$ cat src/logic/usb_xact_config.svh
`ifndef USB_XACT_CONFIG_SVH
`define USB_XACT_CONFIG_SVH

// Bus and field widths
`define USB_ADDR_W   7
`define USB_ENDP_W   4
`define USB_BYTE_W   8

// Endpoints with their own DATA0/DATA1 parity bit
`define USB_NUM_ENDP 4
// The only endpoint that takes bulk traffic
`define BULK_ENDP    1

// Cycles from usb_recv_i to the end-of-packet strobe
`define EOP_DELAY    6

// Token types, as delivered by the packet decoder
`define PID_OUT      2'b00
`define PID_SOF      2'b01
`define PID_IN       2'b10
`define PID_SETUP    2'b11

// Handshake types
`define HSK_ACK      2'b00
`define HSK_NAK      2'b10

// Data PIDs for the encoder
`define DATA0        2'b00
`define DATA1        2'b10

`endif

$ cat src/logic/usb_xact_pkg.sv
`include "usb_xact_config.svh"

package usb_xact_pkg;

  // One byte of an AXI4-Stream style data stream
  // A zero-data packet is a single beat with tkeep low and tlast high
  typedef struct packed {
    logic                   tlast;
    logic                   tkeep;
    logic [`USB_BYTE_W-1:0] tdata;
  } beat_t;

  // Token as decoded from the wire
  typedef struct packed {
    logic [1:0]             ttype;
    logic [`USB_ADDR_W-1:0] addr;
    logic [`USB_ENDP_W-1:0] endp;
  } token_t;

  // Bulk request handed from the token stage to the transfer FSM
  typedef struct packed {
    logic                   is_in;
    logic [`USB_ENDP_W-1:0] endp;
  } bulk_req_t;

  // Reason the last token for this address was rejected
  typedef enum logic [2:0] {
    NONE = 3'd0,
    BLKI = 3'd1,
    BLKO = 3'd2,
    TOKN = 3'd3
  } err_code_e;

  // Bulk transfer FSM states
  typedef enum logic [2:0] {
    IDLE     = 3'd0,
    DATI_TX  = 3'd1,
    DATI_ZDP = 3'd2,
    DATI_ACK = 3'd3,
    DATO_RX  = 3'd4,
    DATO_ERR = 3'd5,
    DATO_HSK = 3'd6,
    DONE     = 3'd7
  } bulk_state_e;

endpackage

$ cat src/logic/token_decoder.sv
`timescale 1ns/1ns
`include "usb_xact_config.svh"

module token_decoder (
  input  logic                    clock,
  input  logic                    reset,
  input  logic [`USB_ADDR_W-1:0]  usb_addr_i,
  input  logic                    tok_recv_i,
  input  usb_xact_pkg::token_t    tok_i,
  input  logic                    req_ready_i,
  output logic                    req_valid_o,
  output usb_xact_pkg::bulk_req_t req_o,
  output usb_xact_pkg::err_code_e err_code_o
);

  localparam logic [`USB_ENDP_W-1:0] BULK_EP = `BULK_ENDP;

  logic                    req_valid_q;
  usb_xact_pkg::bulk_req_t req_q;
  usb_xact_pkg::err_code_e err_q;
  logic                    tok_hit;
  logic                    is_bulk_ep;

  // Our address, and nothing already waiting on the FSM
  assign tok_hit    = tok_recv_i && (tok_i.addr == usb_addr_i) && !req_valid_q;
  assign is_bulk_ep = tok_i.endp == BULK_EP;

  always_ff @(posedge clock) begin
    if (reset) begin
      req_valid_q <= 1'b0;
      err_q       <= usb_xact_pkg::NONE;
    end else begin
      // Request leaves once the FSM takes it
      if (req_valid_q && req_ready_i) begin
        req_valid_q <= 1'b0;
      end
      if (tok_hit) begin
        case (tok_i.ttype)
          `PID_IN, `PID_OUT: begin
            if (is_bulk_ep) begin
              req_valid_q <= 1'b1;
              err_q       <= usb_xact_pkg::NONE;
            end else if (tok_i.ttype == `PID_IN) begin
              err_q <= usb_xact_pkg::BLKI;
            end else begin
              err_q <= usb_xact_pkg::BLKO;
            end
          end
          // No control path, so SETUP is just an unsupported token
          `PID_SETUP: err_q <= usb_xact_pkg::TOKN;
          // SOF leaves everything as it was
          default: err_q <= err_q;
        endcase
      end
    end
  end

  // Request fields, only meaningful while req_valid_q is high
  always_ff @(posedge clock) begin
    if (tok_hit && is_bulk_ep) begin
      req_q.is_in <= tok_i.ttype == `PID_IN;
      req_q.endp  <= tok_i.endp;
    end
  end

  assign req_valid_o = req_valid_q;
  assign req_o       = req_q;
  assign err_code_o  = err_q;

endmodule

$ cat src/logic/data_toggle.sv
`timescale 1ns/1ns
`include "usb_xact_config.svh"

module data_toggle (
  input  logic                   clock,
  input  logic                   reset,
  input  logic [`USB_ENDP_W-1:0] endp_i,
  input  logic                   flip_i,
  output logic                   odd_o
);

  // Index width into the parity vector, at least one bit
  localparam int IDX_W = (`USB_NUM_ENDP > 1) ? $clog2(`USB_NUM_ENDP) : 1;

  // One bit per endpoint, low means DATA0 is next
  logic [`USB_NUM_ENDP-1:0] odd_q;
  logic [IDX_W-1:0]         idx;
  logic                     endp_ok;

  assign idx = endp_i[IDX_W-1:0];

  // Endpoints past the table have no parity bit
  assign endp_ok = int'(endp_i) < `USB_NUM_ENDP;

  always_ff @(posedge clock) begin
    if (reset) begin
      odd_q <= '0;
    end else if (flip_i && endp_ok) begin
      // Successful handshake moves that endpoint to the other PID
      odd_q[idx] <= ~odd_q[idx];
    end
  end

  // Unknown endpoints read as DATA0
  assign odd_o = endp_ok ? odd_q[idx] : 1'b0;

endmodule

$ cat src/logic/axis_skid.sv
`timescale 1ns/1ns
`include "usb_xact_config.svh"

module axis_skid #(
  parameter type payload_t = logic [`USB_BYTE_W-1:0]
) (
  input  logic     clock,
  input  logic     reset,
  input  logic     s_valid_i,
  input  payload_t s_data_i,
  output logic     s_ready_o,
  output logic     m_valid_o,
  output payload_t m_data_o,
  input  logic     m_ready_i
);

  // Output register plus one overflow entry
  logic     valid_q;
  logic     skid_valid_q;
  payload_t data_q;
  payload_t skid_q;
  logic     load_out;

  // Output register is free when empty or being drained
  assign load_out = m_ready_i || !valid_q;

  // Ready comes straight from a flop
  assign s_ready_o = !skid_valid_q;

  always_ff @(posedge clock) begin
    if (reset) begin
      valid_q      <= 1'b0;
      skid_valid_q <= 1'b0;
    end else if (load_out) begin
      // Skid entry drains first so order is kept
      valid_q      <= skid_valid_q || s_valid_i;
      skid_valid_q <= 1'b0;
    end else if (s_valid_i && s_ready_o) begin
      // Output stalled, park the incoming beat
      skid_valid_q <= 1'b1;
    end
  end

  always_ff @(posedge clock) begin
    if (load_out) begin
      data_q <= skid_valid_q ? skid_q : s_data_i;
    end else if (s_valid_i && s_ready_o) begin
      skid_q <= s_data_i;
    end
  end

  assign m_valid_o = valid_q;
  assign m_data_o  = data_q;

endmodule

$ cat src/logic/bulk_xfer_fsm.sv
`timescale 1ns/1ns
`include "usb_xact_config.svh"

module bulk_xfer_fsm (
  input  logic                    clock,
  input  logic                    reset,
  input  logic                    req_valid_i,
  input  usb_xact_pkg::bulk_req_t req_i,
  output logic                    req_ready_o,
  input  logic                    blk_in_ready_i,
  input  logic                    blk_out_ready_i,
  input  logic                    usb_recv_i,
  input  logic                    usb_sent_i,
  input  logic                    hsk_recv_i,
  input  logic [1:0]              hsk_type_i,
  input  logic                    hsk_sent_i,
  output logic                    hsk_send_o,
  output logic [1:0]              hsk_type_o,
  input  logic                    odd_i,
  output logic [`USB_ENDP_W-1:0]  endp_o,
  output logic                    flip_o,
  input  usb_xact_pkg::beat_t     blk_tx_i,
  input  logic                    blk_tx_valid_i,
  output logic                    blk_tx_ready_o,
  output usb_xact_pkg::beat_t     tx_o,
  output logic                    tx_valid_o,
  input  logic                    tx_ready_i,
  output logic [1:0]              usb_tuser_o,
  input  usb_xact_pkg::beat_t     usb_rx_i,
  input  logic                    usb_rx_valid_i,
  output logic                    usb_rx_ready_o,
  output usb_xact_pkg::beat_t     rx_o,
  output logic                    rx_valid_o,
  input  logic                    rx_ready_i
);

  localparam int EOP_W = $clog2(`EOP_DELAY + 1);

  // Empty packet sent when the bulk source has nothing
  localparam usb_xact_pkg::beat_t ZDP_BEAT = '{tlast: 1'b1, tkeep: 1'b0, tdata: '0};

  usb_xact_pkg::bulk_state_e state_q;
  logic [`USB_ENDP_W-1:0]    endp_q;
  logic [EOP_W-1:0]          eop_cnt_q;
  logic                      eop_pend_q;
  logic                      last_q;
  logic                      hsk_send_q;
  logic [1:0]                hsk_type_q;
  logic                      in_tx;
  logic                      in_zdp;
  logic                      out_rx;
  logic                      out_err;
  logic                      out_state;
  logic                      tx_move;
  logic                      rx_move;
  logic                      rx_end;
  logic                      eop_w;
  logic                      hsk_go;

  assign in_tx     = state_q == usb_xact_pkg::DATI_TX;
  assign in_zdp    = state_q == usb_xact_pkg::DATI_ZDP;
  assign out_rx    = state_q == usb_xact_pkg::DATO_RX;
  assign out_err   = state_q == usb_xact_pkg::DATO_ERR;
  assign out_state = out_rx || out_err;

  // IN data towards the encoder stops after the tlast beat
  assign tx_valid_o     = !last_q && (in_zdp || (in_tx && blk_tx_valid_i));
  assign tx_o           = in_tx ? blk_tx_i : ZDP_BEAT;
  assign blk_tx_ready_o = in_tx && !last_q && tx_ready_i;
  assign tx_move        = tx_valid_o && tx_ready_i;
  // Data PID follows the parity bit of the current endpoint
  assign usb_tuser_o    = odd_i ? `DATA1 : `DATA0;

  // OUT data goes to the sink and is swallowed in DATO_ERR
  assign rx_o           = usb_rx_i;
  assign rx_valid_o     = out_rx && !last_q && usb_rx_valid_i;
  assign usb_rx_ready_o = !last_q && (out_err || (out_rx && rx_ready_i));
  assign rx_move        = usb_rx_valid_i && usb_rx_ready_o;
  assign rx_end         = last_q || (rx_move && usb_rx_i.tlast);

  // End-of-packet strobe comes `EOP_DELAY cycles after usb_recv_i
  assign eop_w  = eop_cnt_q == EOP_W'(1);
  // Handshake goes out once the whole packet is in and EOP has passed
  assign hsk_go = out_state && rx_end && (eop_w || eop_pend_q);

  always_ff @(posedge clock) begin
    if (reset) begin
      eop_cnt_q <= '0;
    end else if (usb_recv_i) begin
      eop_cnt_q <= EOP_W'(`EOP_DELAY);
    end else if (eop_cnt_q != '0) begin
      eop_cnt_q <= eop_cnt_q - 1'b1;
    end
  end

  always_ff @(posedge clock) begin
    if (reset) begin
      state_q    <= usb_xact_pkg::IDLE;
      endp_q     <= '0;
      last_q     <= 1'b0;
      eop_pend_q <= 1'b0;
      hsk_send_q <= 1'b0;
    end else begin
      // Remember an EOP that beat the last data byte
      if (state_q == usb_xact_pkg::IDLE) begin
        eop_pend_q <= 1'b0;
      end else if (eop_w) begin
        eop_pend_q <= 1'b1;
      end
      case (state_q)
        usb_xact_pkg::IDLE: begin
          last_q <= 1'b0;
          if (req_valid_i) begin
            endp_q <= req_i.endp;
            if (req_i.is_in) begin
              state_q <= blk_in_ready_i ? usb_xact_pkg::DATI_TX : usb_xact_pkg::DATI_ZDP;
            end else begin
              state_q <= blk_out_ready_i ? usb_xact_pkg::DATO_RX : usb_xact_pkg::DATO_ERR;
            end
          end
        end
        usb_xact_pkg::DATI_TX, usb_xact_pkg::DATI_ZDP: begin
          if (tx_move && tx_o.tlast) begin
            last_q <= 1'b1;
          end
          // Encoder reports the packet is out on the wire
          if (usb_sent_i) begin
            state_q <= usb_xact_pkg::DATI_ACK;
          end
        end
        usb_xact_pkg::DATI_ACK: begin
          // Any host handshake ends it and only ACK flips parity
          if (hsk_recv_i) begin
            state_q <= usb_xact_pkg::DONE;
          end
        end
        usb_xact_pkg::DATO_RX, usb_xact_pkg::DATO_ERR: begin
          if (rx_move && usb_rx_i.tlast) begin
            last_q <= 1'b1;
          end
          if (hsk_go) begin
            hsk_send_q <= 1'b1;
            state_q    <= usb_xact_pkg::DATO_HSK;
          end
        end
        usb_xact_pkg::DATO_HSK: begin
          if (hsk_sent_i) begin
            hsk_send_q <= 1'b0;
            state_q    <= usb_xact_pkg::DONE;
          end
        end
        default: begin
          state_q <= usb_xact_pkg::IDLE;
        end
      endcase
    end
  end

  // ACK if the sink took the data, NAK if it was dropped
  always_ff @(posedge clock) begin
    if (hsk_go) begin
      hsk_type_q <= out_rx ? `HSK_ACK : `HSK_NAK;
    end
  end

  assign hsk_send_o  = hsk_send_q;
  assign hsk_type_o  = hsk_type_q;
  assign req_ready_o = state_q == usb_xact_pkg::IDLE;
  assign endp_o      = endp_q;

  // Parity moves on an ACK in either direction
  assign flip_o = (state_q == usb_xact_pkg::DATI_ACK && hsk_recv_i && hsk_type_i == `HSK_ACK)
               || (state_q == usb_xact_pkg::DATO_HSK && hsk_sent_i && hsk_type_q == `HSK_ACK);

endmodule

$ cat src/logic/usb_transactor.sv
`timescale 1ns/1ns
`include "usb_xact_config.svh"

module usb_transactor (
  input  logic                    clock,
  input  logic                    reset,
  input  logic [`USB_ADDR_W-1:0]  usb_addr_i,
  output usb_xact_pkg::err_code_e err_code_o,
  // Token and handshake side of the packet decoder and encoder
  input  logic                    tok_recv_i,
  input  usb_xact_pkg::token_t    tok_i,
  input  logic                    hsk_recv_i,
  input  logic [1:0]              hsk_type_i,
  output logic                    hsk_send_o,
  output logic [1:0]              hsk_type_o,
  input  logic                    hsk_sent_i,
  input  logic                    usb_recv_i,
  input  logic                    usb_sent_i,
  // Bulk endpoint levels
  input  logic                    blk_in_ready_i,
  input  logic                    blk_out_ready_i,
  // OUT data from the decoder
  input  usb_xact_pkg::beat_t     usb_rx_i,
  input  logic                    usb_rx_valid_i,
  output logic                    usb_rx_ready_o,
  // OUT data to the bulk sink
  output usb_xact_pkg::beat_t     blk_rx_o,
  output logic                    blk_rx_valid_o,
  input  logic                    blk_rx_ready_i,
  // IN data from the bulk source
  input  usb_xact_pkg::beat_t     blk_tx_i,
  input  logic                    blk_tx_valid_i,
  output logic                    blk_tx_ready_o,
  // IN data to the encoder
  output usb_xact_pkg::beat_t     usb_tx_o,
  output logic                    usb_tx_valid_o,
  input  logic                    usb_tx_ready_i,
  output logic [1:0]              usb_tuser_o
);

  // Token stage to transfer FSM
  logic                    req_valid;
  logic                    req_ready;
  usb_xact_pkg::bulk_req_t req;

  // FSM to parity bits
  logic [`USB_ENDP_W-1:0]  endp;
  logic                    flip;
  logic                    odd;

  // FSM to the two skid registers
  usb_xact_pkg::beat_t     tx_beat;
  logic                    tx_valid;
  logic                    tx_ready;
  usb_xact_pkg::beat_t     rx_beat;
  logic                    rx_valid;
  logic                    rx_ready;

  token_decoder u_token (
    .clock       (clock),
    .reset       (reset),
    .usb_addr_i  (usb_addr_i),
    .tok_recv_i  (tok_recv_i),
    .tok_i       (tok_i),
    .req_ready_i (req_ready),
    .req_valid_o (req_valid),
    .req_o       (req),
    .err_code_o  (err_code_o)
  );

  bulk_xfer_fsm u_bulk (
    .clock           (clock),
    .reset           (reset),
    .req_valid_i     (req_valid),
    .req_i           (req),
    .req_ready_o     (req_ready),
    .blk_in_ready_i  (blk_in_ready_i),
    .blk_out_ready_i (blk_out_ready_i),
    .usb_recv_i      (usb_recv_i),
    .usb_sent_i      (usb_sent_i),
    .hsk_recv_i      (hsk_recv_i),
    .hsk_type_i      (hsk_type_i),
    .hsk_sent_i      (hsk_sent_i),
    .hsk_send_o      (hsk_send_o),
    .hsk_type_o      (hsk_type_o),
    .odd_i           (odd),
    .endp_o          (endp),
    .flip_o          (flip),
    .blk_tx_i        (blk_tx_i),
    .blk_tx_valid_i  (blk_tx_valid_i),
    .blk_tx_ready_o  (blk_tx_ready_o),
    .tx_o            (tx_beat),
    .tx_valid_o      (tx_valid),
    .tx_ready_i      (tx_ready),
    .usb_tuser_o     (usb_tuser_o),
    .usb_rx_i        (usb_rx_i),
    .usb_rx_valid_i  (usb_rx_valid_i),
    .usb_rx_ready_o  (usb_rx_ready_o),
    .rx_o            (rx_beat),
    .rx_valid_o      (rx_valid),
    .rx_ready_i      (rx_ready)
  );

  data_toggle u_toggle (
    .clock  (clock),
    .reset  (reset),
    .endp_i (endp),
    .flip_i (flip),
    .odd_o  (odd)
  );

  // IN beats towards the encoder
  axis_skid #(
    .payload_t (usb_xact_pkg::beat_t)
  ) u_tx_skid (
    .clock     (clock),
    .reset     (reset),
    .s_valid_i (tx_valid),
    .s_data_i  (tx_beat),
    .s_ready_o (tx_ready),
    .m_valid_o (usb_tx_valid_o),
    .m_data_o  (usb_tx_o),
    .m_ready_i (usb_tx_ready_i)
  );

  // OUT beats towards the bulk sink
  axis_skid #(
    .payload_t (usb_xact_pkg::beat_t)
  ) u_rx_skid (
    .clock     (clock),
    .reset     (reset),
    .s_valid_i (rx_valid),
    .s_data_i  (rx_beat),
    .s_ready_o (rx_ready),
    .m_valid_o (blk_rx_valid_o),
    .m_data_o  (blk_rx_o),
    .m_ready_i (blk_rx_ready_i)
  );

endmodule

$ cat config.mk
export PLATFORM = sky130hd
export DESIGN_NAME = usb_transactor
export DESIGN_NICKNAME = d
export VERILOG_FILES = /design/src/logic/usb_xact_pkg.sv /design/src/logic/token_decoder.sv /design/src/logic/data_toggle.sv /design/src/logic/axis_skid.sv /design/src/logic/bulk_xfer_fsm.sv /design/src/logic/usb_transactor.sv
export VERILOG_INCLUDE_DIRS = /design/src /design/src/logic
export SDC_FILE = /design/constraint.sdc
export NUM_CORES = 1
export LEC_CHECK = 0
export BUFFER_PORTS_ARGS = -buffer_cell sky130_fd_sc_hd__clkbuf_2
export CELL_PAD_IN_SITES_DETAIL_PLACEMENT = 1
export CELL_PAD_IN_SITES_GLOBAL_PLACEMENT = 1
export CORE_MARGIN = 4
export CORE_UTILIZATION = 36
export DETAILED_ROUTE_END_ITERATION = 10
export PLACE_DENSITY = 0.81
export SETUP_SLACK_MARGIN = 0.3
export SLEW_MARGIN = 20
export SYNTH_ARGS = -nofsm -noshare
export SYNTH_HDL_FRONTEND = slang
export SYNTH_SLANG_ARGS = --single-unit
export TNS_END_PERCENT = 30
$ cat constraint.sdc
create_clock -name clock -period 7.3 [get_ports clock]
set_input_delay 0.365 -clock clock [delete_from_list [all_inputs] [get_ports clock]]
set_output_delay 0.365 -clock clock [all_outputs]
set_load 0.01 [all_outputs]
==> results.txt <==
- Outcome: finished, final reports clean
* Crit path capture type: output pin
- For this block, the routed nets add up to 6.988 mm of wire.
- Global routing usage on met2: between 20% and 30%
- The worst hold path begins at usb_recv_i.
- Final slew viol count: 0
* Critical R2R Launch: u_bulk.state_q[0]
- GR Util met3: approximately 4.7%
- Data arrival time of the critical path: about 1.8 ns
- At the end of routability-driven placement, the weighted congestion stood at 0.7691.
- Clock Sinks: 70
- Measured along the x axis, the die boundary spans about 100 um.
- Number of core rows: 33
- Max VDD drop: between 0.1 and 0.15 mV
- For this configuration, the core starts out at a cell density of between 30% and 40%.
* Sequential area share after synthesis: slightly above 60%
- In this run the post-CTS setup repair buffer count came out at 0.
- Antenna fix cells: 0
- Sum of net half-perimeters after detailed placement: approximately 5.4 mm
* Transition time at the pin with the least slew margin: 0.7254 ns
- Cells with a size suffix above 1 make up approximately 38% of the layout.
- Derived from the worst setup path, the maximum achievable clock frequency is between 400 and 500 MHz.
- Max Root-Sink Buffers: 2
- TritonCTS built the clock tree.
- Most heavily used metal layer in global routing: met2
- Met1 usage: ~17%
- Top-level I/O count: 87
- Port Buf Inserts: slightly above 80
- Synthesis instantiated 47 different standard cells from the library.
- Critical Path Fanout Max: 14
- The cell sitting at the root of the clock tree is a sky130_fd_sc_hd__clkbuf_8.
* Global Route Usage Sum: approximately 15%
- Remaining number of nets flagged by the antenna check after routing: 0
- Ratio of routed vias to standard cells: roughly 5.0
* Setup Skew: 0.01070 ns
- Vert. Die Dim: 99.83 um
- Timing analysis after detailed placement gives a worst setup slack of between 4 and 5 ns.
* Maximum capacitance violations: 0
- The hold violation total from the final report came to 0.
- Area of the core: between 8000 and 9000 um2
- In this run the worst setup path begins at u_bulk.state_q[0].
* Required time at the worst-slack endpoint: between 6 and 7 ns
- In the finished design, the share of the clock period the worst path needs comes to approximately 30%.
* Initial drt markers: around 70
- Startpoint types: flop
* Count of hold-fix buffers inserted at cts: 0
* RSZ-0062 raised after global routing: no
- Synthesis produced roughly 240 cells.
* Worst-case headroom to the max-slew limit: between 50% and 60%
* Proportion of register bits with asynchronous set or reset after synthesis: 0%
- Global-route wire length before repair: 11.38 mm
- Total vias in the final route: between 2000 and 2500
- Post-layout total power: between 1 and 1.5 mW
- Average detailed-routed wire length per instance: approximately 16 um
- For this run, the detailed router's first-pass iteration total came to 4.
* Clock transition at the registers of the reported paths: about 0.07 ns
- The via count of the first global-routing pass was 2309.
* Total of endpoints with negative setup slack in the final report: 0
* Critical Setup Path Class: flop to output pin
- Area growth, synth to finish: 23.70%
- Number of warnings reported in the yosys synthesis log: 0
* Post-CTS resize count: 0
- Flop and latch count out of synthesis: 70
- Total congestion overflow after global routing: 0
* Leak: between 1 and 1.5 nW
* Time the final worst path needs with I/O delays and setup: between 2 and 2.5 ns
* Average footprint of a synthesized cell: between 10 and 15 um2
* Final-layout setup total negative slack: 0 ns
- Total power per unit cell area: about 280 nW/um2
- The min-delay analysis places its worst path in the category primary input to flop.
- Setup slack on the critical path of the routed design comes to between 5 and 6 ns.
- Maximum number of pins on one net before global-route repair: 25
- Post-route DRC violation count: 0
- The die covers about 10000 um2.
* Top_reg_cell synth: sky130_fd_sc_hd__edfxtp_1
* Mapped Area: 3035 um2
* # nets final: about 380
* CTS H-tree depth: 3
* Number of flops mapped to enable cells by yosys: 46
- Number of antenna violations at the first check in global routing: 0
* Number of buffers added by the clock tree synthesis step: 9
- The later pin in the worst-skew pair is clocked with a latency of around 0.34 ns.
where the power goes:
| part | internal, mW | switching (mW) | leakage, nW |
|---|---|---|---|
| Combinational | 0.0994 | 0.119 | 0.743 |
| Clock | 0.188 | 0.137 | 0.103 |
| Sequential | 0.473 | 0.0391 | 0.651 |
| Total | 0.761 | 0.295 | 1.50 |
cell usage after synthesis, types with 6 or more instances:
| cell | count | area, um2 |
|---|---|---|
| sky130_fd_sc_hd__a21oi_1 | 12 | 60.06 |
| sky130_fd_sc_hd__and2_1 | 12 | 75.07 |
| sky130_fd_sc_hd__clkbuf_1 | 6 | 22.52 |
| sky130_fd_sc_hd__dfxtp_1 | 24 | 480.5 |
| sky130_fd_sc_hd__edfxtp_1 | 46 | 1381 |
| sky130_fd_sc_hd__inv_1 | 9 | 33.78 |
| sky130_fd_sc_hd__mux2_2 | 20 | 225.2 |
| sky130_fd_sc_hd__nand2b_1 | 7 | 43.79 |
| sky130_fd_sc_hd__nor2_1 | 19 | 71.32 |
| sky130_fd_sc_hd__nor3_1 | 7 | 35.03 |
| sky130_fd_sc_hd__o21ai_0 | 6 | 30.03 |
| sky130_fd_sc_hd__xor2_1 | 10 | 87.58 |
through the flow:
stage	util (%)	hold slack [ns]	instances	cell area (um2)
after detailed placement	43.05	0.4702	419	3537
after floorplan	-	0.4437	243	3043
final	45.70	0.2062	435	3755
after global placement	43.05	0.4567	419	3537
after global routing	45.70	0.2008	435	3755
after CTS	45.53	0.1875	435	3741
registers in the layout (all words and copies together), names as in the netlist, 2 cells and up:
signal,count
u_bulk.endp_o,4
u_bulk.eop_cnt_q,3
u_bulk.state_q,3
u_rx_skid.m_data_o,10
u_rx_skid.skid_q,10
u_toggle.odd_q,4
u_token.err_code_o,2
u_token.req_o,5
u_tx_skid.m_data_o,10
u_tx_skid.skid_q,10
layer usage:
| metal | vias up | part of all wire (%) | wire length [um] |
|---|---|---|---|
| li1 | 1047 | - | - |
| met5 | - | 0 | 0 |
| met3 | 9 | 7.0 | 486 |
| met4 | 0 | 1.3 | 90 |
| met2 | 80 | 51 | 3572 |
| met1 | 1036 | 41 | 2838 |
final cells by class:
cell class	count	area [um2]
multi-input combinational	151	1101
clock inverter	6	76.32
timing repair buffer	84	422.9
tap	105	131.4
clock buffer	10	127.6
inverter	9	33.78
sequential	70	1862
fill	891	4462
cell families after synthesis:
logic type | count (synthesis) | synth area share [%]
multiplexers | 26 | 9.811
other | 1 | 0.1235
AND/OR/NAND/NOR | 75 | 14.01
AO/OA/AOI/OAI | 32 | 6.843
adder cells (fa/ha/maj) | 2 | 0.8243
flip-flops | 70 | 61.34
XOR/XNOR | 13 | 3.751
buffers and inverters | 22 | 3.297
final timing paths:
check,endpoint,slack (ns),cells after the start
worst min register to register,u_token.err_code_o[0],0.49,2
worst min-delay path,u_bulk.eop_cnt_q[0],0.21,2
worst max-delay path,blk_tx_ready_o,5.14,4
worst max register to register,u_tx_skid.skid_q[1],5.21,4
worst max-delay path: stages (launching register included):
cell and delay, ns:
sky130_fd_sc_hd__dfxtp_1 0.56, sky130_fd_sc_hd__nor3b_1 0.23, sky130_fd_sc_hd__buf_4 0.20, sky130_fd_sc_hd__nor3b_1 0.28, sky130_fd_sc_hd__clkbuf_2 0.19
cell usage in the layout, fill, tap and decap left out, types with 3 or more instances in the layout:
master                     count
sky130_fd_sc_hd__and2_1       12
sky130_fd_sc_hd__nor3_1        6
sky130_fd_sc_hd__xor2_1       10
sky130_fd_sc_hd__clkinv_1      3
sky130_fd_sc_hd__edfxtp_1     46
sky130_fd_sc_hd__nand4b_1      3
sky130_fd_sc_hd__dfxtp_1      24
sky130_fd_sc_hd__conb_1        3
sky130_fd_sc_hd__mux2_2       20
sky130_fd_sc_hd__a21oi_1      12
sky130_fd_sc_hd__xnor2_1       3
sky130_fd_sc_hd__clkbuf_2     83
sky130_fd_sc_hd__a31oi_1       3
sky130_fd_sc_hd__clkbuf_8      9
sky130_fd_sc_hd__nor3b_1       3
sky130_fd_sc_hd__nand2_1       4
sky130_fd_sc_hd__o21ai_0       6
sky130_fd_sc_hd__or3_1         4
sky130_fd_sc_hd__nand2b_1      7
sky130_fd_sc_hd__nor2_1       19
sky130_fd_sc_hd__mux2i_1       5
sky130_fd_sc_hd__inv_1         9
Power figures use the tool's default switching activity.
